File: src/logic/wisc_defs.svh
/*
 * shared widths, opcodes and select encodings for the
 * wisc decode slice
 */
`ifndef WISC_DEFS_SVH
`define WISC_DEFS_SVH

`define WORD_WIDTH   16  // data and instruction width
`define REG_COUNT    8   // architectural registers

// opcodes live in instruction[15:11]
`define OP_HALT   5'b00000
`define OP_NOP    5'b00001
`define OP_J      5'b00100
`define OP_JAL    5'b00110
`define OP_ADDI   5'b01000
`define OP_SUBI   5'b01001
`define OP_XORI   5'b01010
`define OP_ANDNI  5'b01011
`define OP_BEQZ   5'b01100
`define OP_BNEZ   5'b01101
`define OP_ST     5'b10000
`define OP_LD     5'b10001
`define OP_SLBI   5'b10010
`define OP_STU    5'b10011
`define OP_LBI    5'b11000
`define OP_RFMT   5'b11011  // add/sub/xor/andn, picked by instruction[1:0]

`define FUNC_ADD   2'b00
`define FUNC_SUB   2'b01
`define FUNC_XOR   2'b10
`define FUNC_ANDN  2'b11

`define ALU_ADD    4'h0
`define ALU_SUB    4'h1
`define ALU_XOR    4'h2
`define ALU_ANDN   4'h3
`define ALU_PASSB  4'h4

`define BSRC_REG   2'b00  // read port 2
`define BSRC_IMM5  2'b01
`define BSRC_IMM8  2'b10
`define BSRC_ZERO  2'b11

`define DEST_RS    2'b00  // instruction[10:8]
`define DEST_RT    2'b01  // instruction[7:5]
`define DEST_RD    2'b10  // instruction[4:2]
`define DEST_R7    2'b11  // link register for jal

`endif

File: src/logic/decodePkg.sv
/*
 * decodePkg: vector types and packed bundles passed between
 * the decode stage, the id/ex register and execute
 */
`include "wisc_defs.svh"

package decodePkg;

   typedef logic [`WORD_WIDTH-1:0]         word;       // one data / instruction word
   typedef logic [$clog2(`REG_COUNT)-1:0]  regIndex;   // register number
   typedef logic [4:0]                     opcode;     // instruction[15:11]
   typedef logic [3:0]                     aluOpCode;  // operation sent to the alu

   // write request from the writeback stage
   typedef struct packed {
      logic    en;
      regIndex dest;
      word     data;
   } wbPort;

   typedef struct packed {
      aluOpCode   aluOp;
      logic       invA;        // sub and subi
      logic       invB;        // andn and andni
      logic       carryIn;     // completes two's complement of a
      logic       memWrt;      // st, stu
      logic       readEn;      // ld only
      logic       regWrt;
      logic [1:0] wbDataSel;   // 00 alu, 01 memory, 10 pc+2
      logic [2:0] brchSig;     // 001 beqz, 010 bnez
      logic       branchInst;
      logic       jump;        // j and jal
      logic       jal;
      logic       slbi;        // shift rs by 8 before or with imm8
      logic       stuSel;      // store data comes from rd, used by forwarding
      logic       createDump;  // halt
      logic       err;         // illegal opcode
   } ctrlBundle;

   // everything execute needs from one decoded instruction
   typedef struct packed {
      logic      valid;
      ctrlBundle ctrl;
      word       inA;
      word       inB;
      word       wrtData;   // store data
      word       imm8;
      word       imm11;     // jump displacement
      regIndex   wrtReg;
   } exBundle;

endpackage

File: src/logic/regFile.sv
/*
 * regFile: eight 16-bit registers, two async reads, one
 * sync write port, no write-to-read bypass
 */
`timescale 1ns/1ps
`include "wisc_defs.svh"
`default_nettype none

module regFile (
   input  logic              clk,
   input  logic              reset,
   input  decodePkg::regIndex rdSel1,
   input  decodePkg::regIndex rdSel2,
   input  decodePkg::wbPort   wb,      // from writeback
   output decodePkg::word     rdData1,
   output decodePkg::word     rdData2
);
   import decodePkg::*;

   word regs [`REG_COUNT];  // r0 is a normal register here

   // one write per cycle, new value visible next cycle
   always_ff @(posedge clk) begin
      if (reset) begin
         regs <= '{default: '0};
      end else if (wb.en) begin
         regs[wb.dest] <= wb.data;
      end
   end

   assign rdData1 = regs[rdSel1];  // same-cycle write returns old value
   assign rdData2 = regs[rdSel2];

   // an unknown select means decode was handed garbage
   selKnown: assert property (
      @(posedge clk) disable iff (reset) !$isunknown({rdSel1, rdSel2})
   ) else $error("regFile read select is unknown");

endmodule

`default_nettype wire

File: src/logic/aluOpDecode.sv
/*
 * aluOpDecode: opcode plus r-format function bits to the
 * alu operation code
 */
`timescale 1ns/1ps
`include "wisc_defs.svh"
`default_nettype none

module aluOpDecode (
   input  decodePkg::opcode    op,
   input  logic [1:0]          func,   // instruction[1:0], r-format only
   output decodePkg::aluOpCode aluOp
);

   always_comb begin
      case (op)
         `OP_ADDI:  aluOp = `ALU_ADD;
         `OP_SUBI:  aluOp = `ALU_SUB;
         `OP_XORI:  aluOp = `ALU_XOR;
         `OP_ANDNI: aluOp = `ALU_ANDN;
         `OP_RFMT: begin
            case (func)
               `FUNC_ADD: aluOp = `ALU_ADD;
               `FUNC_SUB: aluOp = `ALU_SUB;
               `FUNC_XOR: aluOp = `ALU_XOR;
               default:   aluOp = `ALU_ANDN;  // FUNC_ANDN
            endcase
         end
         // effective address is rs + imm5
         `OP_ST, `OP_LD, `OP_STU: begin
            aluOp = `ALU_ADD;
         end
         // lbi passes imm8 through, slbi merges in execute
         `OP_LBI, `OP_SLBI: begin
            aluOp = `ALU_PASSB;
         end
         default: aluOp = `ALU_ADD;  // branches, jumps, halt, nop
      endcase
   end

endmodule

`default_nettype wire

File: src/logic/controlUnit.sv
/*
 * controlUnit: opcode to control bundle, operand and dest
 * selects, and the illegal opcode flag
 */
`timescale 1ns/1ps
`include "wisc_defs.svh"
`default_nettype none

module controlUnit (
   input  decodePkg::word       instruction,
   output decodePkg::ctrlBundle ctrl,
   output logic [1:0]           bSrc,       // inB source
   output logic                 zeroExt5,   // xori, andni
   output logic                 zeroExt8,   // slbi
   output logic [1:0]           destSel
);
   import decodePkg::*;

   opcode    op;
   aluOpCode aluOp;
   logic     illegal;

   assign op = instruction[15:11];

   aluOpDecode aluDecoder (
      .op    (op),
      .func  (instruction[1:0]),
      .aluOp (aluOp)
   );

   always_comb begin
      ctrl     = '0;           // everything off unless the opcode says so
      ctrl.aluOp = aluOp;
      bSrc     = `BSRC_ZERO;
      zeroExt5 = 1'b0;
      zeroExt8 = 1'b0;
      destSel  = `DEST_RS;
      illegal  = 1'b0;

      case (op)
         `OP_ADDI, `OP_SUBI, `OP_XORI, `OP_ANDNI: begin
            ctrl.regWrt  = 1'b1;
            ctrl.invA    = (op == `OP_SUBI);  // b - a = b + ~a + 1
            ctrl.carryIn = (op == `OP_SUBI);
            ctrl.invB    = (op == `OP_ANDNI);
            zeroExt5     = (op == `OP_XORI) || (op == `OP_ANDNI);  // logical ops
            bSrc         = `BSRC_IMM5;
            destSel      = `DEST_RT;
         end
         `OP_RFMT: begin
            ctrl.regWrt  = 1'b1;
            ctrl.invA    = (instruction[1:0] == `FUNC_SUB);
            ctrl.carryIn = (instruction[1:0] == `FUNC_SUB);
            ctrl.invB    = (instruction[1:0] == `FUNC_ANDN);
            bSrc         = `BSRC_REG;
            destSel      = `DEST_RD;
         end
         `OP_ST: begin
            ctrl.memWrt = 1'b1;
            bSrc        = `BSRC_IMM5;
         end
         `OP_LD: begin
            ctrl.readEn    = 1'b1;
            ctrl.regWrt    = 1'b1;
            ctrl.wbDataSel = 2'b01;  // memory data
            bSrc           = `BSRC_IMM5;
            destSel        = `DEST_RT;
         end
         `OP_STU: begin
            ctrl.memWrt = 1'b1;
            ctrl.regWrt = 1'b1;      // rs gets the updated address
            ctrl.stuSel = 1'b1;
            bSrc        = `BSRC_IMM5;
         end
         `OP_BEQZ, `OP_BNEZ: begin
            ctrl.branchInst = 1'b1;
            ctrl.brchSig    = (op == `OP_BEQZ) ? 3'b001 : 3'b010;
         end
         `OP_J: ctrl.jump = 1'b1;
         `OP_JAL: begin
            ctrl.jump      = 1'b1;
            ctrl.jal       = 1'b1;
            ctrl.regWrt    = 1'b1;
            ctrl.wbDataSel = 2'b10;  // link value pc+2
            destSel        = `DEST_R7;
         end
         `OP_LBI, `OP_SLBI: begin
            ctrl.regWrt = 1'b1;
            ctrl.slbi   = (op == `OP_SLBI);
            zeroExt8    = (op == `OP_SLBI);
            bSrc        = `BSRC_IMM8;
         end
         `OP_HALT: ctrl.createDump = 1'b1;
         `OP_NOP: ;                   // all defaults
         default: illegal = 1'b1;
      endcase

      // an illegal opcode must not touch state
      if (illegal) begin
         ctrl.err    = 1'b1;
         ctrl.regWrt = 1'b0;
         ctrl.memWrt = 1'b0;
      end
   end

endmodule

`default_nettype wire

File: src/logic/decode.sv
/*
 * decode stage: register reads, immediates, operand and
 * destination selection, NOP in place of empty slots
 */
`timescale 1ns/1ps
`include "wisc_defs.svh"
`default_nettype none

module decode (
   input  logic               clk,
   input  logic               reset,
   input  decodePkg::word     instruction,
   input  logic               instrValid,
   input  decodePkg::wbPort   wb,
   output decodePkg::exBundle next         // into id/ex
);
   import decodePkg::*;

   word       inst;              // instruction after nop substitution
   word       rdData1, rdData2;
   word       imm5, imm8, imm11;
   word       inB;
   regIndex   wrtReg;
   ctrlBundle ctrl;
   logic [1:0] bSrc, destSel;
   logic      zeroExt5, zeroExt8;

   // empty slot decodes as nop, so every enable is clear
   assign inst = instrValid ? instruction : {`OP_NOP, 11'b0};

   regFile registerFile (
      .clk     (clk),
      .reset   (reset),
      .rdSel1  (inst[10:8]),  // rs
      .rdSel2  (inst[7:5]),   // rt, also store data for st/stu
      .wb      (wb),
      .rdData1 (rdData1),
      .rdData2 (rdData2)
   );

   controlUnit instrDecoder (
      .instruction (inst),
      .ctrl        (ctrl),
      .bSrc        (bSrc),
      .zeroExt5    (zeroExt5),
      .zeroExt8    (zeroExt8),
      .destSel     (destSel)
   );

   assign imm5  = zeroExt5 ? {11'b0, inst[4:0]} : {{11{inst[4]}}, inst[4:0]};
   assign imm8  = zeroExt8 ? {8'b0, inst[7:0]} : {{8{inst[7]}}, inst[7:0]};
   assign imm11 = {{5{inst[10]}}, inst[10:0]};  // always signed

   always_comb begin
      case (destSel)
         `DEST_RS: wrtReg = inst[10:8];
         `DEST_RT: wrtReg = inst[7:5];
         `DEST_RD: wrtReg = inst[4:2];
         default:  wrtReg = 3'd7;  // jal link
      endcase
   end

   always_comb begin
      case (bSrc)
         `BSRC_REG:  inB = rdData2;
         `BSRC_IMM5: inB = imm5;
         `BSRC_IMM8: inB = imm8;
         default:    inB = '0;
      endcase
   end

   always_comb begin
      next.valid   = instrValid;
      next.ctrl    = ctrl;
      next.inA     = rdData1;
      next.inB     = inB;
      next.wrtData = ctrl.memWrt ? rdData2 : inB;  // st and stu store rd
      next.imm8    = imm8;
      next.imm11   = imm11;
      next.wrtReg  = wrtReg;
   end

endmodule

`default_nettype wire

File: src/logic/idExRegister.sv
/*
 * idExRegister: decode to execute pipeline register,
 * flush beats stall
 */
`timescale 1ns/1ps
`default_nettype none

module idExRegister (
   input  logic               clk,
   input  logic               reset,
   input  logic               stall,   // hold current contents
   input  logic               flush,   // insert a bubble
   input  decodePkg::exBundle next,
   output decodePkg::exBundle ex
);

   // a bubble has valid and every enable low
   always_ff @(posedge clk) begin
      if (reset || flush) begin
         ex <= '0;
      end else if (!stall) begin
         ex <= next;
      end
   end

   // a flushed slot never reaches execute as valid
   flushKills: assert property (
      @(posedge clk) disable iff (reset) flush |=> !ex.valid
   ) else $error("ex.valid set in the cycle after flush");

   // a stall freezes the whole bundle
   stallHolds: assert property (
      @(posedge clk) disable iff (reset) (stall && !flush) |=> $stable(ex)
   ) else $error("ex changed across a stall");

endmodule

`default_nettype wire

File: src/logic/decodeSlice.sv
/*
 * decodeSlice: decode stage followed by the id/ex register,
 * one cycle from instruction to ex
 */
`timescale 1ns/1ps
`default_nettype none

module decodeSlice (
   input  logic               clk,
   input  logic               reset,
   input  decodePkg::word     instruction,
   input  logic               instrValid,
   input  decodePkg::wbPort   wb,          // from the writeback stage
   input  logic               stall,
   input  logic               flush,
   output decodePkg::exBundle ex
);
   import decodePkg::*;

   exBundle next;  // combinational decode result

   decode decodeStage (
      .clk         (clk),
      .reset       (reset),
      .instruction (instruction),
      .instrValid  (instrValid),
      .wb          (wb),
      .next        (next)
   );

   idExRegister idEx (
      .clk   (clk),
      .reset (reset),
      .stall (stall),
      .flush (flush),
      .next  (next),
      .ex    (ex)
   );

endmodule

`default_nettype wire

File: config.mk
export PLATFORM = sky130hd
export DESIGN_NAME = decodeSlice
export DESIGN_NICKNAME = d
export VERILOG_FILES = /design/src/logic/decodePkg.sv /design/src/logic/regFile.sv /design/src/logic/aluOpDecode.sv /design/src/logic/controlUnit.sv /design/src/logic/decode.sv /design/src/logic/idExRegister.sv /design/src/logic/decodeSlice.sv
export VERILOG_INCLUDE_DIRS = /design/src /design/src/logic
export SDC_FILE = /design/constraint.sdc
export NUM_CORES = 1
export LEC_CHECK = 0
export BUFFER_PORTS_ARGS = -buffer_cell sky130_fd_sc_hd__buf_2
export CAP_MARGIN = 10
export CORE_MARGIN = 5
export CORE_UTILIZATION = 55
export CTS_BUF_LIST = sky130_fd_sc_hd__clkbuf_4
export DETAILED_ROUTE_END_ITERATION = 6
export PLACE_DENSITY = 0.84
export RECOVER_POWER = 100
export SLEW_MARGIN = 25
export SYNTH_ARGS = -nofsm -noshare
export SYNTH_HDL_FRONTEND = slang
export SYNTH_SLANG_ARGS = --single-unit
File: constraint.sdc
create_clock -name clk -period 4.1 [get_ports clk]
set_input_delay 0.205 -clock clk [delete_from_list [all_inputs] [get_ports clk]]
set_output_delay 0.205 -clock clk [all_outputs]
set_load 0.02 [all_outputs]
Word level (Yosys, flattened, before mapping). Cells that the tools add are included.

Logic and storage cells: 111. Input port bits: 41. Output and inout bits: 106. Register bits after elaboration: 229.

Equal/unequal tests: 22. Reductions and logical operators: 16. Bitwise gates (word level): 3. Muxes and demuxes: 35. Magnitude comparators: 4.

Operator list (count): 16-bit 2-to-1 mux (9); 128-bit bitwise mux (1); 16-bit binary-select mux with 3-bit select (2); 16-bit demux with 3-bit select (1); 16-bit case mux with 3 select lines (1); 5-bit by 4-bit == test with 1-bit output, second input constant (6); 5-bit == test, second input constant (6); 4-bit case mux with 5 select lines (1); 2-bit case mux with 3 select lines (3); 16-bit OR reduction (1); 4-bit >= comparator, second input constant (3); 1-bit 2-to-1 mux (12); 3-bit NOT with 4-bit output (3); 5-bit by 3-bit == test with 1-bit output, second input constant (2); 10-bit OR reduction (1); 3-bit case mux with 3 select lines (1); 2-bit == test, second input constant (4); 2-bit OR reduction (4); 7-bit OR reduction (1); 2-bit by 1-bit == test with 1-bit output, second input constant (3); 2-bit logical NOT (3); 3-bit case mux with 2 select lines (1); 5-bit by 1-bit == test with 1-bit output, second input constant (1); 5-bit logical NOT (1); other kinds (8) (9).

Logic depth before layout (Yosys ltp).
Depth after elaboration: 7. Depth in mapped cells: 8. Depth with buffers taken out: 5.

Cells and area by module. From an unflattened synthesis, not the netlist that was laid out.

Cells, all modules: 1295. Area total of the unflattened synthesis: 12147.9 µm².

Modules (own cells, without submodules): regFile (instances 1, sequential area each 2562.5 µm², cells each 705, area an instance 6782.8 µm²); idExRegister (instances 1, sequential area each 2122.0 µm², cells each 343, area an instance 3768.6 µm²); decode (instances 1, sequential area each 0.0 µm², cells each 177, area an instance 1084.8 µm²); controlUnit (instances 1, sequential area each 0.0 µm², cells each 60, area an instance 444.2 µm²); aluOpDecode (instances 1, sequential area each 0.0 µm², cells each 10, area an instance 67.6 µm²).

Least setup slack after synthesis. No wires, ideal clock.

Path type: in2reg. From: input instruction[13]. To: register, netlist name idEx.ex[35]. Slack: 2.528 ns. Required time: 4.036 ns. Stages: 7. Buffers on the path: 2. Arrival: 1.508 ns. Setup time: 0.064 ns. Cells stage by stage: buf_6 nand2b_4 or3_1 buf_2 nor2b_4 o311a_1 nor2_1.

Word-level cells in the longest chain between the ends: 7. Elaborated cells between the ends (all ways): 29. Classes of those cells: eq/ne: 17; mux: 6; reduce/logical: 6.

Ends and longest elaborated chain: from (decl) (line decodeSlice.sv:11) `input decodePkg::word instruction,`; 16-bit 2-to-1 mux (*) (line decode.sv:29) `` assign inst = instrValid ? instruction : {`OP_NOP, 11'b0}; ``; 5-bit by 4-bit == test with 1-bit output or 5-bit == test (tied branches) (line controlUnit.sv:40) `case (op)`; 7-bit OR reduction (no line) or 2-bit OR reduction (tied branches); 2-bit case mux with 3 select lines (line controlUnit.sv:40); 2-bit == test, or another cell as far along (line decode.sv:64) `case (bSrc)`; 16-bit case mux with 3 select lines (line decode.sv:64); 16-bit 2-to-1 mux (*) (line decode.sv:77) `next.wrtData = ctrl.memWrt ? rdData2 : inB;`.

Every way passes the cells marked *; elsewhere a longest branch is shown, timed or not. A chain may end at the register's enable or synchronous reset.

==> flow_metrics.env <==
export IMPL_synth_top_area_frac=0.4044
export IMPL_worstPathMaxFanout=42
export IMPL_fin_crit_ns=3.163
export IMPL_synthArstFlopShare=0
export IMPL_status="finished with violations"
export IMPL_dr_total_vias=10580
export IMPL_ys_ff_latch=210
export IMPL_synth_area_um2=10400
export IMPL_gr_total_overflow=0
export IMPL_top_layer_used="met4"
export IMPL_leakage_nw=4.108
export IMPL_clkTransAtPathRegs_ns=0.07
export IMPL_coreArea_um2=18640
export IMPL_grt_start_max_net_pins=73
export IMPL_drive_gt1_frac=0.1069
export IMPL_period_share=0.7716
export IMPL_post_cts_setup_buffer_count=0
export IMPL_tightestPinTransition_ns=3.195
export IMPL_clk_latency_ns=0.70
export IMPL_synth_edf_count=0
export IMPL_area_growth_syn_to_layout_pct=11.45
export IMPL_hold_viol=0
export IMPL_r2r_setup_slack_ns=2.23
export IMPL_port_buffers=144
export IMPL_dieArea_um2=21750
export IMPL_rsz0062_at_grt="false"
export IMPL_synth_cell_types=65
export IMPL_yosysWarnings=0
export IMPL_min_path_type="primary input to flip-flop"
export IMPL_post_dp_hpwl_um=22580
export IMPL_peakVddDrop_mv=0.1535
export IMPL_place_congestion=0.9846
export IMPL_die_h_um=147.5
export IMPL_cts_root_buf="clkbuf_4"
export IMPL_end_kind="flip-flop"
export IMPL_clock_sinks=210
export IMPL_drtPass1Iterations=7
export IMPL_pre_cts_slack_ns=1.461
export IMPL_yosysMostFrequentCell="nand2_1"
export IMPL_io_pins=147
export IMPL_fin_setup_tns_ns=0
export IMPL_synthMuxAreaShare=0.09050
export IMPL_ys_seq_area_frac=0.4044
export IMPL_violations="design-rule violations, max-capacitance violations, max-slew violations"
export IMPL_path_class="primary input to flip-flop"
export IMPL_start_util=0.5577
export IMPL_synth_adder_area_share=0
export IMPL_synth_compound_area_frac=0.2143
export IMPL_slew_headroom=-1.130
export IMPL_wl_met1_um=12920
export IMPL_rows=50
export IMPL_synth_top_area_cell="dfxtp_1"
export IMPL_synth_top_cells_by_area="dfxtp_1 40%, nand2_1 12%, a21oi_1 9.2%"
export IMPL_drcViolationCount=11
export IMPL_routed_wl_met3_um=4503
export IMPL_synth_common_cells="343 x nand2_1, 210 x dfxtp_1, 192 x a21oi_1, 68 x nor2_1, 67 x mux2i_1"
export IMPL_grt_pass1_wl_um=52300
export IMPL_fin_ws_ns=0.9365
export IMPL_slew_violations=116
export IMPL_antenna_found_initial=1
export IMPL_cts_resized=0
export IMPL_power_density_nw_per_um2=376.3
export IMPL_cts_tree="yes"
export IMPL_wl_per_cell_um=19.57
export IMPL_final_net_count=1485
export IMPL_drv_cap=2
export IMPL_synth_top_family_by_area="compound AO/OA/AOI/OAI gates"
export IMPL_synth_xor_area_frac=0.001685
export IMPL_setup_worst_path_start_class="primary input"
export IMPL_dr_wl_met2_um=14790
export IMPL_htree_levels=2
export IMPL_vias_per_cell=6.177
export IMPL_drt_iter0_drc=1396
export IMPL_cts_buffer_depth=3
export IMPL_cts_buffers=49
export IMPL_ys_flop_type="dfxtp_1"
export IMPL_drt_total_wl_um=33520
export IMPL_yosys_area_share_simple=0.2123
export IMPL_worstPathArrival_ns=3.75
export IMPL_synth_cells=1347
export IMPL_cp_required_ns=4.69
export IMPL_final_setup_skew_ns=0.04445
export IMPL_grt_pass1_vias=9672
export IMPL_gr_usage_all_layers=0.2935
export IMPL_max_freq_mhz=316.1
export IMPL_setup_viol=0
export IMPL_die_x_um=147.5
export IMPL_syn_avg_cell_area_um2=7.718
export IMPL_postRouteAntennaNets=0
[cells by family after synthesis]
family / Yosys count
AND/OR/NAND/NOR: 523
AO/OA/AOI/OAI: 367
flip-flops: 210
buffers and inverters: 158
multiplexers: 86
XOR/XNOR: 2
other: 1
[state kept, by name, summed over array words and instances (netlist names)]
| signal | count |
|---|---|
| decodeStage.registerFile.regs | 128 |
| idEx.ex | 82 |
[placed cells by master (no fill, tap or decap), types with 20 or more instances in the layout]
| cell | synthesis | routed |
|---|---|---|
| o21ai_0 | 55 | 57 |
| clkbuf_4 | 0 | 72 |
| clkbuf_1 | 60 | 112 |
| nor2_1 | 68 | 65 |
| a32oi_1 | 20 | 20 |
| a21oi_1 | 192 | 192 |
| mux2i_1 | 67 | 67 |
| dfxtp_1 | 210 | 210 |
| buf_2 | 26 | 35 |
| nand2_1 | 343 | 343 |
| nand3_1 | 60 | 60 |
| dlygate4sd3_1 | 0 | 29 |
[layout make-up]
cell class / instances / area, um2
antenna: 1 / 2.502
clock buffer: 72 / 540.5
sequential: 210 / 4204
inverter: 16 / 60.06
fill: 1666 / 7057
timing repair buffer: 187 / 968.4
multi-input combinational: 980 / 5415
clock inverter: 13 / 102.6
tap: 234 / 292.8
[what timing repair did]
item                                    4_1_cts  5_1_grt
hold buffers                                 29        0
endpoints found under the hold margin       153        0
endpoints found under the setup margin        0        0
[stage by stage]
step                instance area (um2)  power [mW]  hold WS, ns  cells  utilization
floorplan                         10400       2.485       0.3884   1348            -
global placement                  10790       2.599       0.4457   1598       0.5787
detailed placement                10800       2.609       0.4515   1598       0.5791
CTS                               11730       4.348      0.02027   1712       0.6292
global route                      11590       4.531     0.005736   1713       0.6215
finish                            11590       4.360      0.02931   1713       0.6215
[layer usage]
layer  vias to the layer above  GRT usage
met5                         -          0
met4                         0     0.1170
met3                       127    0.09626
met2                       732     0.4558
met1                      4843     0.3795
li1                       4880          -
[worst max-delay path, stage by stage]
cell and delay (ns):
clkbuf_1 1.50, clkinv_1 0.37, clkbuf_1 0.62, o21ai_0 0.37, a41oi_1 0.07, dlygate4sd3_1 0.59
[final timing paths]
check                                                        from                                end  cells after the start
worst max register to register  decodeStage.registerFile.regs[50]                        idEx.ex[53]                      6
worst min-delay path                              instruction[14]                        idEx.ex[95]                      3
worst max-delay path                                        stall                         idEx.ex[2]                      6
worst min register to register  decodeStage.registerFile.regs[97]  decodeStage.registerFile.regs[97]                      2
[power breakdown]
part | total [mW] | switching, mW | internal (mW) | leakage [nW]
logic | 0.487 | 0.341 | 0.146 | 2.03
clock network | 1.76 | 0.836 | 0.926 | 0.382
registers | 2.11 | 0.0319 | 2.08 | 1.70
No activity file was read; power rests on OpenSTA's default activity.
